===== src/umi_config.svh =====
/*
 * UMI register endpoint configuration
 * Bus widths, register bank size and the response stage default
 */

`ifndef UMI_CONFIG_SVH
`define UMI_CONFIG_SVH

// Bus widths
`define UMI_AW 64        // Address width
`define UMI_DW 64        // Data width
`define UMI_CW 32        // Command width

// Register bank
`define UMI_NREGS   16   // Number of 64-bit registers
`define UMI_REG_LSB 3    // First address bit of the register index

// Endpoint output stage
`define UMI_RESP_REG 0   // 1 adds a register on the response path

`endif

===== src/umi_pkg.sv =====
/*
 * UMI package
 * Opcode and atomic-type constants, packet and local access structs
 */

`default_nettype none

`include "umi_config.svh"

package umi_pkg;

   // ######################################
   // Opcodes
   // ######################################
   localparam logic [4:0] OP_REQ_READ   = 5'd1;
   localparam logic [4:0] OP_RESP_READ  = 5'd2;
   localparam logic [4:0] OP_REQ_WRITE  = 5'd3;
   localparam logic [4:0] OP_RESP_WRITE = 5'd4;
   localparam logic [4:0] OP_REQ_POSTED = 5'd5;
   localparam logic [4:0] OP_REQ_ATOMIC = 5'd9;

   // Atomic types, carried in the len field
   localparam logic [7:0] AT_ADD  = 8'd0;
   localparam logic [7:0] AT_AND  = 8'd1;
   localparam logic [7:0] AT_OR   = 8'd2;
   localparam logic [7:0] AT_XOR  = 8'd3;
   localparam logic [7:0] AT_MAX  = 8'd4;
   localparam logic [7:0] AT_MIN  = 8'd5;
   localparam logic [7:0] AT_MAXU = 8'd6;
   localparam logic [7:0] AT_MINU = 8'd7;
   localparam logic [7:0] AT_SWAP = 8'd8;

   // ######################################
   // Types
   // ######################################
   typedef struct packed {
      logic [4:0] hostid;
      logic [1:0] user;
      logic       ex;
      logic       eof;
      logic       eom;
      logic [1:0] prot;
      logic [3:0] qos;
      logic [7:0] len_atype;   // Length, or atomic type
      logic [2:0] size;
      logic [4:0] opcode;
   } umi_cmd_t;

   typedef struct packed {
      umi_cmd_t              cmd;
      logic [`UMI_AW-1:0]    dstaddr;
      logic [`UMI_AW-1:0]    srcaddr;
      logic [`UMI_DW-1:0]    data;
   } umi_packet_t;

   // One-hot request class
   typedef struct packed {
      logic read;
      logic write;     // Acknowledged write
      logic posted;
      logic atomic;
      logic invalid;
   } umi_cmd_class_t;

   typedef struct packed {
      logic [`UMI_AW-1:0]    addr;
      logic                  read;
      logic                  write;
      logic                  atomic;
      logic [7:0]            atype;
      logic [`UMI_DW-1:0]    wrdata;
   } loc_req_t;

endpackage

`default_nettype wire


===== src/umi_reg_subsys.sv =====
/*
 * UMI register subsystem
 * Endpoint in front of the register bank
 */

`timescale 1ns/1ps
`default_nettype none

`include "umi_config.svh"

module umi_reg_subsys #(
   parameter int REG = `UMI_RESP_REG
)
(
   input  logic                  clk,
   input  logic                  nreset,
   // Request channel
   input  logic                  req_valid,
   input  umi_pkg::umi_packet_t  req,
   output logic                  req_ready,
   // Response channel
   output logic                  resp_valid,
   output umi_pkg::umi_packet_t  resp,
   input  logic                  resp_ready
);

   umi_pkg::loc_req_t    loc;
   logic [`UMI_DW-1:0]   loc_rddata;
   logic                 loc_ready;

   umi_endpoint #(.REG(REG)) u_endpoint
   (
      .clk        (clk),
      .nreset     (nreset),
      .req_valid  (req_valid),
      .req        (req),
      .req_ready  (req_ready),
      .resp_valid (resp_valid),
      .resp       (resp),
      .resp_ready (resp_ready),
      .loc        (loc),
      .loc_rddata (loc_rddata),
      .loc_ready  (loc_ready)
   );

   umi_regfile u_regfile
   (
      .clk    (clk),
      .nreset (nreset),
      .loc    (loc),
      .rddata (loc_rddata),
      .ready  (loc_ready)
   );

endmodule

`default_nettype wire


===== src/umi_regfile.sv =====
/*
 * UMI register bank
 * 64-bit registers with registered read data, writes and
 * read-modify-write atomics
 */

`timescale 1ns/1ps
`default_nettype none

`include "umi_config.svh"

module umi_regfile
(
   input  logic                clk,
   input  logic                nreset,
   input  umi_pkg::loc_req_t   loc,
   output logic [`UMI_DW-1:0]  rddata,
   output logic                ready
);

   localparam int IDXW = $clog2(`UMI_NREGS);

   logic [`UMI_DW-1:0]  regs [`UMI_NREGS];
   logic [IDXW-1:0]     idx;
   logic                access;
   logic                atom_pend;
   logic [IDXW-1:0]     atom_idx;
   logic [7:0]          atom_type;
   logic [`UMI_DW-1:0]  atom_op;
   logic [`UMI_DW-1:0]  atom_res;

   assign idx    = loc.addr[`UMI_REG_LSB +: IDXW];
   assign access = loc.read | loc.write | loc.atomic;
   assign ready  = ~atom_pend;   // Busy for the writeback cycle

   // Old value of any accessed register
   always_ff @(posedge clk)
   begin
      if (access)
         rddata <= regs[idx];
   end

   // ######################################
   // Atomic writeback
   // ######################################
   always_ff @(posedge clk or negedge nreset)
   begin
      if (!nreset)
         atom_pend <= 1'b0;
      else
         atom_pend <= loc.atomic;
   end

   always_ff @(posedge clk)
   begin
      if (loc.atomic)
      begin
         atom_idx  <= idx;
         atom_type <= loc.atype;
         atom_op   <= loc.wrdata;
      end
   end

   // rddata still holds the old value here
   always_comb
   begin
      case (atom_type)
         umi_pkg::AT_ADD:  atom_res = rddata + atom_op;
         umi_pkg::AT_AND:  atom_res = rddata & atom_op;
         umi_pkg::AT_OR:   atom_res = rddata | atom_op;
         umi_pkg::AT_XOR:  atom_res = rddata ^ atom_op;
         umi_pkg::AT_MAX:  atom_res = ($signed(rddata) > $signed(atom_op)) ? rddata : atom_op;
         umi_pkg::AT_MIN:  atom_res = ($signed(rddata) < $signed(atom_op)) ? rddata : atom_op;
         umi_pkg::AT_MAXU: atom_res = (rddata > atom_op) ? rddata : atom_op;
         umi_pkg::AT_MINU: atom_res = (rddata < atom_op) ? rddata : atom_op;
         umi_pkg::AT_SWAP: atom_res = atom_op;
         default:          atom_res = rddata;   // Unknown type leaves it alone
      endcase
   end

   // ######################################
   // Register array
   // ######################################
   always_ff @(posedge clk or negedge nreset)
   begin
      if (!nreset)
      begin
         for (int i = 0; i < `UMI_NREGS; i++)
            regs[i] <= '0;
      end
      else if (atom_pend)
         regs[atom_idx] <= atom_res;
      else if (loc.write)
         regs[idx] <= loc.wrdata;   // Posted or acknowledged
   end

endmodule

`default_nettype wire


===== src/umi_endpoint.sv =====
/*
 * UMI device-port endpoint
 * Turns single-beat UMI requests into local register strobes
 * and returns one response beat, held under back-pressure
 */

`timescale 1ns/1ps
`default_nettype none

`include "umi_config.svh"

module umi_endpoint #(
   parameter int REG = `UMI_RESP_REG   // 1 registers the response path
)
(
   input  logic                  clk,
   input  logic                  nreset,
   // Device port
   input  logic                  req_valid,
   input  umi_pkg::umi_packet_t  req,
   output logic                  req_ready,
   output logic                  resp_valid,
   output umi_pkg::umi_packet_t  resp,
   input  logic                  resp_ready,
   // Local register port
   output umi_pkg::loc_req_t     loc,
   input  logic [`UMI_DW-1:0]    loc_rddata,
   input  logic                  loc_ready
);

   logic [1:0]               rst_sync;
   logic                     ready_gated;
   umi_pkg::umi_cmd_class_t  cls;
   umi_pkg::umi_cmd_t        resp_cmd;
   logic                     accept;
   logic                     loc_resp;
   logic                     request_stall;
   logic                     loc_resp_vld;
   logic                     loc_vld_keep;
   logic                     loc_vld_out;
   umi_pkg::umi_cmd_t        hdr_cmd;
   logic [`UMI_AW-1:0]       hdr_dstaddr;
   logic [`UMI_AW-1:0]       hdr_srcaddr;
   logic [`UMI_DW-1:0]       data_keep;
   umi_pkg::umi_packet_t     resp_int;

   umi_cmd_decode u_decode
   (
      .cmd      (req.cmd),
      .cls      (cls),
      .resp_cmd (resp_cmd)
   );

   // ######################################
   // Request side
   // ######################################

   // Ready stays low until reset has left the synchronizer
   always_ff @(posedge clk or negedge nreset)
   begin
      if (!nreset)
         rst_sync <= 2'b00;
      else
         rst_sync <= {rst_sync[0], 1'b1};
   end

   assign ready_gated = rst_sync[1];
   assign req_ready   = ready_gated & loc_ready & ~request_stall;
   assign accept      = req_valid & req_ready;

   assign loc.addr   = req.dstaddr;
   assign loc.wrdata = req.data;
   assign loc.atype  = req.cmd.len_atype;
   assign loc.read   = accept & cls.read;
   assign loc.write  = accept & (cls.write | cls.posted);
   assign loc.atomic = accept & cls.atomic;

   // Posted and invalid requests are consumed silently
   assign loc_resp = accept & (cls.read | cls.write | cls.atomic);

   // ######################################
   // Response capture
   // ######################################
   always_ff @(posedge clk or negedge nreset)
   begin
      if (!nreset)
         loc_resp_vld <= 1'b0;
      else
         loc_resp_vld <= loc_resp;
   end

   // Header is known at acceptance, addresses swap
   always_ff @(posedge clk)
   begin
      if (loc_resp)
      begin
         hdr_cmd     <= resp_cmd;
         hdr_dstaddr <= req.srcaddr;
         hdr_srcaddr <= req.dstaddr;
      end
   end

   // Read data only lives for one cycle
   always_ff @(posedge clk)
   begin
      if (loc_resp_vld)
         data_keep <= loc_rddata;
   end

   always_ff @(posedge clk or negedge nreset)
   begin
      if (!nreset)
         loc_vld_keep <= 1'b0;
      else if (loc_resp_vld && !resp_ready)
         loc_vld_keep <= 1'b1;   // Stalled, hold on
      else if (resp_ready)
         loc_vld_keep <= 1'b0;
   end

   assign loc_vld_out      = loc_resp_vld | loc_vld_keep;
   assign resp_int.cmd     = hdr_cmd;
   assign resp_int.dstaddr = hdr_dstaddr;
   assign resp_int.srcaddr = hdr_srcaddr;
   assign resp_int.data    = loc_resp_vld ? loc_rddata : data_keep;

   // ######################################
   // Output stage
   // ######################################
   if (REG != 0)
   begin : g_out_reg
      logic                  vld_pipe;
      umi_pkg::umi_packet_t  pkt_pipe;

      always_ff @(posedge clk or negedge nreset)
      begin
         if (!nreset)
            vld_pipe <= 1'b0;
         else if (resp_ready)
            vld_pipe <= loc_vld_out;
      end

      always_ff @(posedge clk)
      begin
         if (resp_ready)
            pkt_pipe <= resp_int;
      end

      assign resp_valid    = vld_pipe;
      assign resp          = pkt_pipe;
      assign request_stall = (vld_pipe | loc_vld_out) & ~resp_ready;   // Two in flight
   end
   else
   begin : g_out_comb
      assign resp_valid    = loc_vld_out;
      assign resp          = resp_int;
      assign request_stall = loc_vld_out & ~resp_ready;
   end

endmodule

`default_nettype wire


===== src/umi_cmd_decode.sv =====
/*
 * UMI command decoder
 * Classifies a request command and forms the matching response command
 */

`timescale 1ns/1ps
`default_nettype none

module umi_cmd_decode
(
   input  umi_pkg::umi_cmd_t       cmd,
   output umi_pkg::umi_cmd_class_t cls,
   output umi_pkg::umi_cmd_t       resp_cmd
);

   // Request classes
   always_comb
   begin
      cls = '0;
      case (cmd.opcode)
         umi_pkg::OP_REQ_READ:
            cls.read = 1'b1;
         umi_pkg::OP_REQ_WRITE:
            cls.write = 1'b1;
         umi_pkg::OP_REQ_POSTED:
            cls.posted = 1'b1;
         umi_pkg::OP_REQ_ATOMIC:
            cls.atomic = 1'b1;
         default:
            cls.invalid = 1'b1;   // Responses, link, user, rdma and reserved
      endcase
   end

   // Response command keeps every field except the opcode
   always_comb
   begin
      resp_cmd = cmd;
      if (cls.read || cls.atomic)
      begin
         resp_cmd.opcode = umi_pkg::OP_RESP_READ;   // Atomics return the old value
      end
      else
      begin
         resp_cmd.opcode = umi_pkg::OP_RESP_WRITE;
      end
   end

endmodule

`default_nettype wire


===== config.mk =====
export PLATFORM = sky130hd
export DESIGN_NAME = umi_reg_subsys
export DESIGN_NICKNAME = d
export VERILOG_FILES = /design/src/umi_pkg.sv /design/src/umi_reg_subsys.sv /design/src/umi_regfile.sv /design/src/umi_endpoint.sv /design/src/umi_cmd_decode.sv
export VERILOG_INCLUDE_DIRS = /design/src /design/src/src
export SDC_FILE = /design/constraint.sdc
export NUM_CORES = 2
export LEC_CHECK = 0
export BUFFER_PORTS_ARGS = -buffer_cell sky130_fd_sc_hd__buf_4
export CORE_MARGIN = 2
export CORE_UTILIZATION = 39
export CTS_CLUSTER_DIAMETER = 30
export DETAILED_ROUTE_END_ITERATION = 6
export GPL_ROUTABILITY_DRIVEN = 0
export PLACE_DENSITY = 0.55
export REMOVE_ABC_BUFFERS = 1
export SETUP_SLACK_MARGIN = 0.1
export SLEW_MARGIN = 15
export SYNTH_ARGS = -nofsm -noshare
export SYNTH_HDL_FRONTEND = slang
export SYNTH_SLANG_ARGS = --single-unit

===== constraint.sdc =====
create_clock -name clk -period 23.3 [get_ports clk]
set_clock_uncertainty 0.1 [all_clocks]
set_input_delay 4.66 -clock clk [delete_from_list [all_inputs] [get_ports clk]]
set_output_delay 4.66 -clock clk [all_outputs]
set_load 0.005 [all_outputs]

# Yosys cells after proc, flatten, opt, wreduce, memory -nomap -nowiden
# Index checks and enable logic that the tools add are counted.
[op_classes] bitwise=22 div_mod_pow=0 n_shift=0 magnitude_cmp=8 eq_ne=12 n_reduce_logical=8 muxes=24 n_mul=0 n_addsub=1
[op_table] operator="$bwmux 1024" count=2
[op_table] operator="$mux 1024" count=2
[op_table] operator="$mux 64" count=9
[op_table] operator="$pmux 64 s9" count=1
[op_table] operator="$demux 64 s4" count=2
[op_table] operator="$bmux 64 s4" count=1
[op_table] operator="$gt 64x64->1" count=2
[op_table] operator="$lt 64x64->1" count=2
[op_table] operator="$add 64x64->64" count=1
[op_table] operator="$and 64x64->64" count=1
[op_table] operator="$or 64x64->64" count=1
[op_table] operator="$xor 64x64->64" count=1
[op_table] operator="$eq 8x3->1 const B" count=4
[op_table] operator="$eq 8x2->1 const B" count=2
[op_table] operator="$ge 5x5->1 const B" count=2
[op_table] operator="$lt 5x1->1 const B" count=2
[op_table] operator="$not 4->5" count=2
[op_table] operator="$and 1x1->1" count=8
[op_table] operator="$eq 8x1->1 const B" count=1
[op_table] operator="$eq 8x4->1 const B" count=1
[op_table] operator="$logic_not 8->1" count=1
[op_table] operator="$mux 1" count=6
[op_table] operator="$or 1x1->1" count=6
[op_table] operator="$eq 5x1->1 const B" count=1
[op_table] operator="other kinds (9)" count=14
[totals] ff_bits=1393 out_inout_bits=226 memories=0 mem_bits_rw=0 latchBits=0 word_cells=112 rom_bits=0

# Depth between registers and ports, before layout
[logic_depth] word_depth=8 ltp_mapped=20 ltp_nobuf=14

# By module
# From an unflattened synthesis, not the netlist that was laid out.
[hier_totals] cells_unflattened=6390 hier_area_um2=71972.8
[by_module_without_submodules] mod="umi_regfile" area_each_um2=63602.2 cells_each=5901 instances=1
[by_module_without_submodules] mod="umi_endpoint" area_each_um2=8060.2 cells_each=447 instances=1
[by_module_without_submodules] mod="umi_cmd_decode" area_each_um2=310.3 cells_each=42 instances=1

# Worst setup path after synthesis
# OpenSTA, ideal clock, no wires.
[synth_timing] path_kind="input-to-reg" start="input resp_ready" end="register u_endpoint.loc_resp_vld" setup_slack_ns=5.182 required_ns=21.901 stages=4 arrival_ns=16.718 cell_sequence="nor2b_1 nor3b_1 nand4b_1 a211oi_1"
[synth_via] elab_chain_len=6
[synth_lines] item="start: declaration" line="umi_reg_subsys.sv:24" rtl="input logic resp_ready"
[synth_lines] item="$not 1->1" line="umi_endpoint.sv:156" rtl="assign request_stall = loc_vld_out & ~resp_ready;"
[synth_lines] item="$and 1x1->1" line="umi_endpoint.sv:156"
[synth_lines] item="$not 1->1" line="umi_endpoint.sv:68" rtl="assign req_ready = ready_gated & loc_ready & ~request_stall;"
[synth_lines] item="$and 1x1->1" line="umi_endpoint.sv:68"
[synth_lines] item="via req_ready" line="umi_reg_subsys.sv:20" rtl="output logic req_ready,"
[synth_lines] item="$and 1x1->1" line="umi_endpoint.sv:69" rtl="assign accept = req_valid & req_ready;"
[synth_lines] item="$and 1x1->1" line="umi_endpoint.sv:79" rtl="assign loc_resp = accept & (cls.read | cls.write | cls.atomic);"
[synth_lines] item="via u_endpoint.loc_resp" line="umi_endpoint.sv:36" rtl="logic loc_resp;"
[synth_lines] item="end signal: assignment" line="umi_endpoint.sv:89" rtl="loc_resp_vld <= loc_resp;"
[synth_lines] item="end: declaration" line="umi_endpoint.sv:38" rtl="logic loc_resp_vld;"
# The timed path passes the listed nets, and every way through them passes these cells.
# A chain may end at the register's enable or synchronous reset.

# Worst setup path in the final report
[layout_timing] start="input resp_ready" end="output req_ready"
[layout_via] elab_chain_len=4
[layout_lines] item="$not 1->1" line="umi_endpoint.sv:156"
[layout_lines] item="$and 1x1->1" line="umi_endpoint.sv:156"
[layout_lines] item="$not 1->1" line="umi_endpoint.sv:68"
[layout_lines] item="$and 1x1->1" line="umi_endpoint.sv:68"
[layout_lines] item="end: declaration" line="umi_reg_subsys.sv:20"
# No other way between the ends.

==> metrics.cfg <==
[status]
status = finished with violations
violations = DRC

[yosys]
synth_ff_type = dfrtp_1
synth_top_cells_by_area = dfrtp_1, edfxtp_1, mux4_2
ys_seq_area_share_pct = 47.9
synth_top_area_share_pct = 34.3
synth_most_common_cell = dfrtp_1
yosys-top-cells-count = dfrtp_1, o21ai_0, a21oi_1, nor2_1, clkbuf_1
synthCells = 7466
synth_edf_count = 297
synth_cell_types = 104
syn_area_per_cell_um2 = 10.1
yosys_warnings = 0
async_flop_share_pct = 74.0
synth-seq-cells = 1390
syn-cell-area_mm2 = 0.0751
synth_top_cell_by_area = dfrtp_1

[grt]
track_usage_pct = 33.2
grt_pass1_wl_um = 478000
gr-total-overflow = 0
grt_pass1_vias = 67000
grt_max_degree = 159
antenna_found_initial = 16

[cells_and_area]
area_growth_pct = 24.2
drive_above_1_share_pct = 22.5
num-fill-cells = 17400
nets = 8154
regArea_mm2 = 0.0360
multiInputGateArea_mm2 = 0.0360

[timing]
post-route-min-period_ps = 10150
max_freq_ghz = 0.0985
maxSlewHeadroom_pct = 4.43
fin_crit_sh_pct = 43.6
drv_slew = 0
hold_slack_ps = 253
setup_viol = 0
tightest_slew_ps = 1430
timing_hold_violations_final = 0
setup_tns_ps = 0
rsz0062_at_grt = false

[critical_path]
required_ps = 18540
cpMostUsedCell = buf_4
cp_slowest_cell = nor3b_1
worstPathCellList = buf_4 -> nor2b_1 -> nor3b_1 -> buf_4
critical_path_class = in -> out
worstPathMaxFanout = 3
reg2reg_slack_ps = 16190
arrival_ps = 5390
slowest_delay_ps = 400
critPathTopFamily = simple AND/OR/NAND/NOR gates
start_kind = input pin
crit_path_end_kind = primary output
critPathBufInv = 2

[clock_network]
cts_tree = done
path_clk_slew_ps = 40
cts_buffers = 372
clk_latency_ps = 960
cts-root-buf = clkbuf_16
cts_setup_buffers = 0
clock_sinks = 1390
cts_max_level = 5
cts-resized-gates = 0
cts_max_path_buffers = 4
cts_hold_buf = 0

[pwr]
max-vdd-ir-drop_uv = 58.8
cellPowerDensity_mw_per_mm2 = 89.5
power.leakage_nw = 36.1

[detailed_routing]
routed_wl_um = 334000
route.detailed.drc = 1
detail_route.wl_per_cell_um = 31.6
vias_per_cell = 6.56
antenna_left = 0
firstDrtPassIters = 7
via_count = 69300
first_iter_violations = 9307

[placement]
portBuffers = 450
dp_hpwl_um = 202000

[die]
die-height_um = 443
io_pins = 454
dieArea_mm2 = 0.196
num_rows = 161
initial_core_util_pct = 39.1
dieWidth_um = 443
core-area_mm2 = 0.192

[hold_path]
hold_class = reg -> reg

[flow_run]
maxCapViolations = 0

==> cells in the final DEF, fill, tap and decap left out, types with 38 or more instances in the layout <==
| master | synthesis | final |
|---|---|---|
| clkinv_2 | 0 | 65 |
| bufinv_16 | 0 | 39 |
| clkbuf_16 | 0 | 379 |
| o21ai_0 | 1025 | 1023 |
| mux4_2 | 320 | 320 |
| o31ai_1 | 42 | 42 |
| mux2_2 | 67 | 67 |
| nor2_1 | 693 | 667 |
| dfrtp_1 | 1029 | 1027 |
| ha_1 | 192 | 192 |
| a22oi_1 | 64 | 64 |
| mux2i_1 | 55 | 55 |
| nand2b_1 | 59 | 59 |
| buf_4 | 11 | 642 |
| nand2_1 | 235 | 214 |
| edfxtp_1 | 297 | 297 |
| clkbuf_1 | 622 | 58 |
| nor3_1 | 509 | 498 |
| clkinvlp_4 | 0 | 38 |
| nand3_1 | 57 | 44 |
| a21oi_1 | 936 | 932 |
| clkbuf_8 | 0 | 42 |
| dfxtp_1 | 64 | 64 |
| inv_1 | 187 | 187 |
| a32oi_1 | 67 | 67 |
| a221oi_1 | 131 | 131 |
| and3_1 | 75 | 74 |
==> layout make-up <==
cell class / count / area share [%]
Sequential cell: 1390 / 38.6
Antenna cell: 10 / 0.0268
Tap cell: 2526 / 3.39
Timing Repair Buffer: 650 / 5.31
Clock buffer: 479 / 11.0
Inverter: 190 / 0.765
Clock inverter: 190 / 2.30
Multi-Input combinational cell: 5129 / 38.6
==> layer usage <==
layer / track usage, % / part of all wire (%) / routed length [um] / vias to the layer above
met5: 0 / 0.015 / 51 / -
met4: 19.6 / 6.5 / 21600 / 8
met1: 43.0 / 38 / 126000 / 34500
met3: 9.12 / 12 / 40200 / 1094
met2: 49.9 / 44 / 147000 / 5129
li1: - / - / - / 28500
==> registers in the layout, summed over array words and instances (netlist names), 2 cells and up <==
register / cells
u_endpoint.hdr_srcaddr: 64
u_regfile.atom_idx: 4
u_endpoint.hdr_dstaddr: 64
u_endpoint.data_keep: 64
u_endpoint.resp: 29
u_regfile.atom_type: 8
u_regfile.rddata: 64
u_regfile.atom_op: 64
u_endpoint.rst_sync: 2
u_regfile.regs: 1024
==> metrics by stage <==
step | total power [mW] | cell area [um2] | utilization [%] | std cells | worst slack, ps
floorplan | 3.02 | 72100 | - | 6709 | 5180
global route | 8.58 | 93200 | 48.6 | 10600 | 13060
finish | 8.35 | 93300 | 48.6 | 10600 | 13150
global placement | 3.29 | 80800 | 42.1 | 9884 | 13140
detailed placement | 3.30 | 80800 | 42.1 | 9884 | 13150
CTS | 8.38 | 93200 | 48.5 | 10600 | 13140
==> report_power, final <==
| part | switching, mW | total [mW] | internal, mW |
|---|---|---|---|
| sequential | 0.0812 | 2.73 | 2.65 |
| clock | 1.56 | 5.07 | 3.51 |
| combinational | 0.302 | 0.544 | 0.242 |
| total | 1.95 | 8.35 | 6.40 |
==> kinds of logic after synthesis <==
family          Yosys count  synth area share [%]
fa+ha+maj               194                  3.24
mux                     443                  11.4
buf+inv                 949                  4.96
flops                  1390                  47.9
simple gates           1754                  10.7
xor+xnor                 39                 0.455
compound gates         2695                  21.3
other cells               2                0.0100
==> path summary, 6_finish.rpt <==
path / startpoint / end / depth (start not counted)
min in group asynchronous: nreset / u_regfile.regs[394] / 1
worst min register to register: u_endpoint.rst_sync[0] / u_endpoint.rst_sync[1] / 0
max in group asynchronous: nreset / u_regfile.atom_pend / 4
worst max register to register: u_regfile.rddata[53] / u_regfile.regs[71] / 14
worst max-delay path: resp_ready / req_ready / 4
worst min-delay path: u_endpoint.rst_sync[0] / u_endpoint.rst_sync[1] / 0
Power figures use the tool's default switching activity.
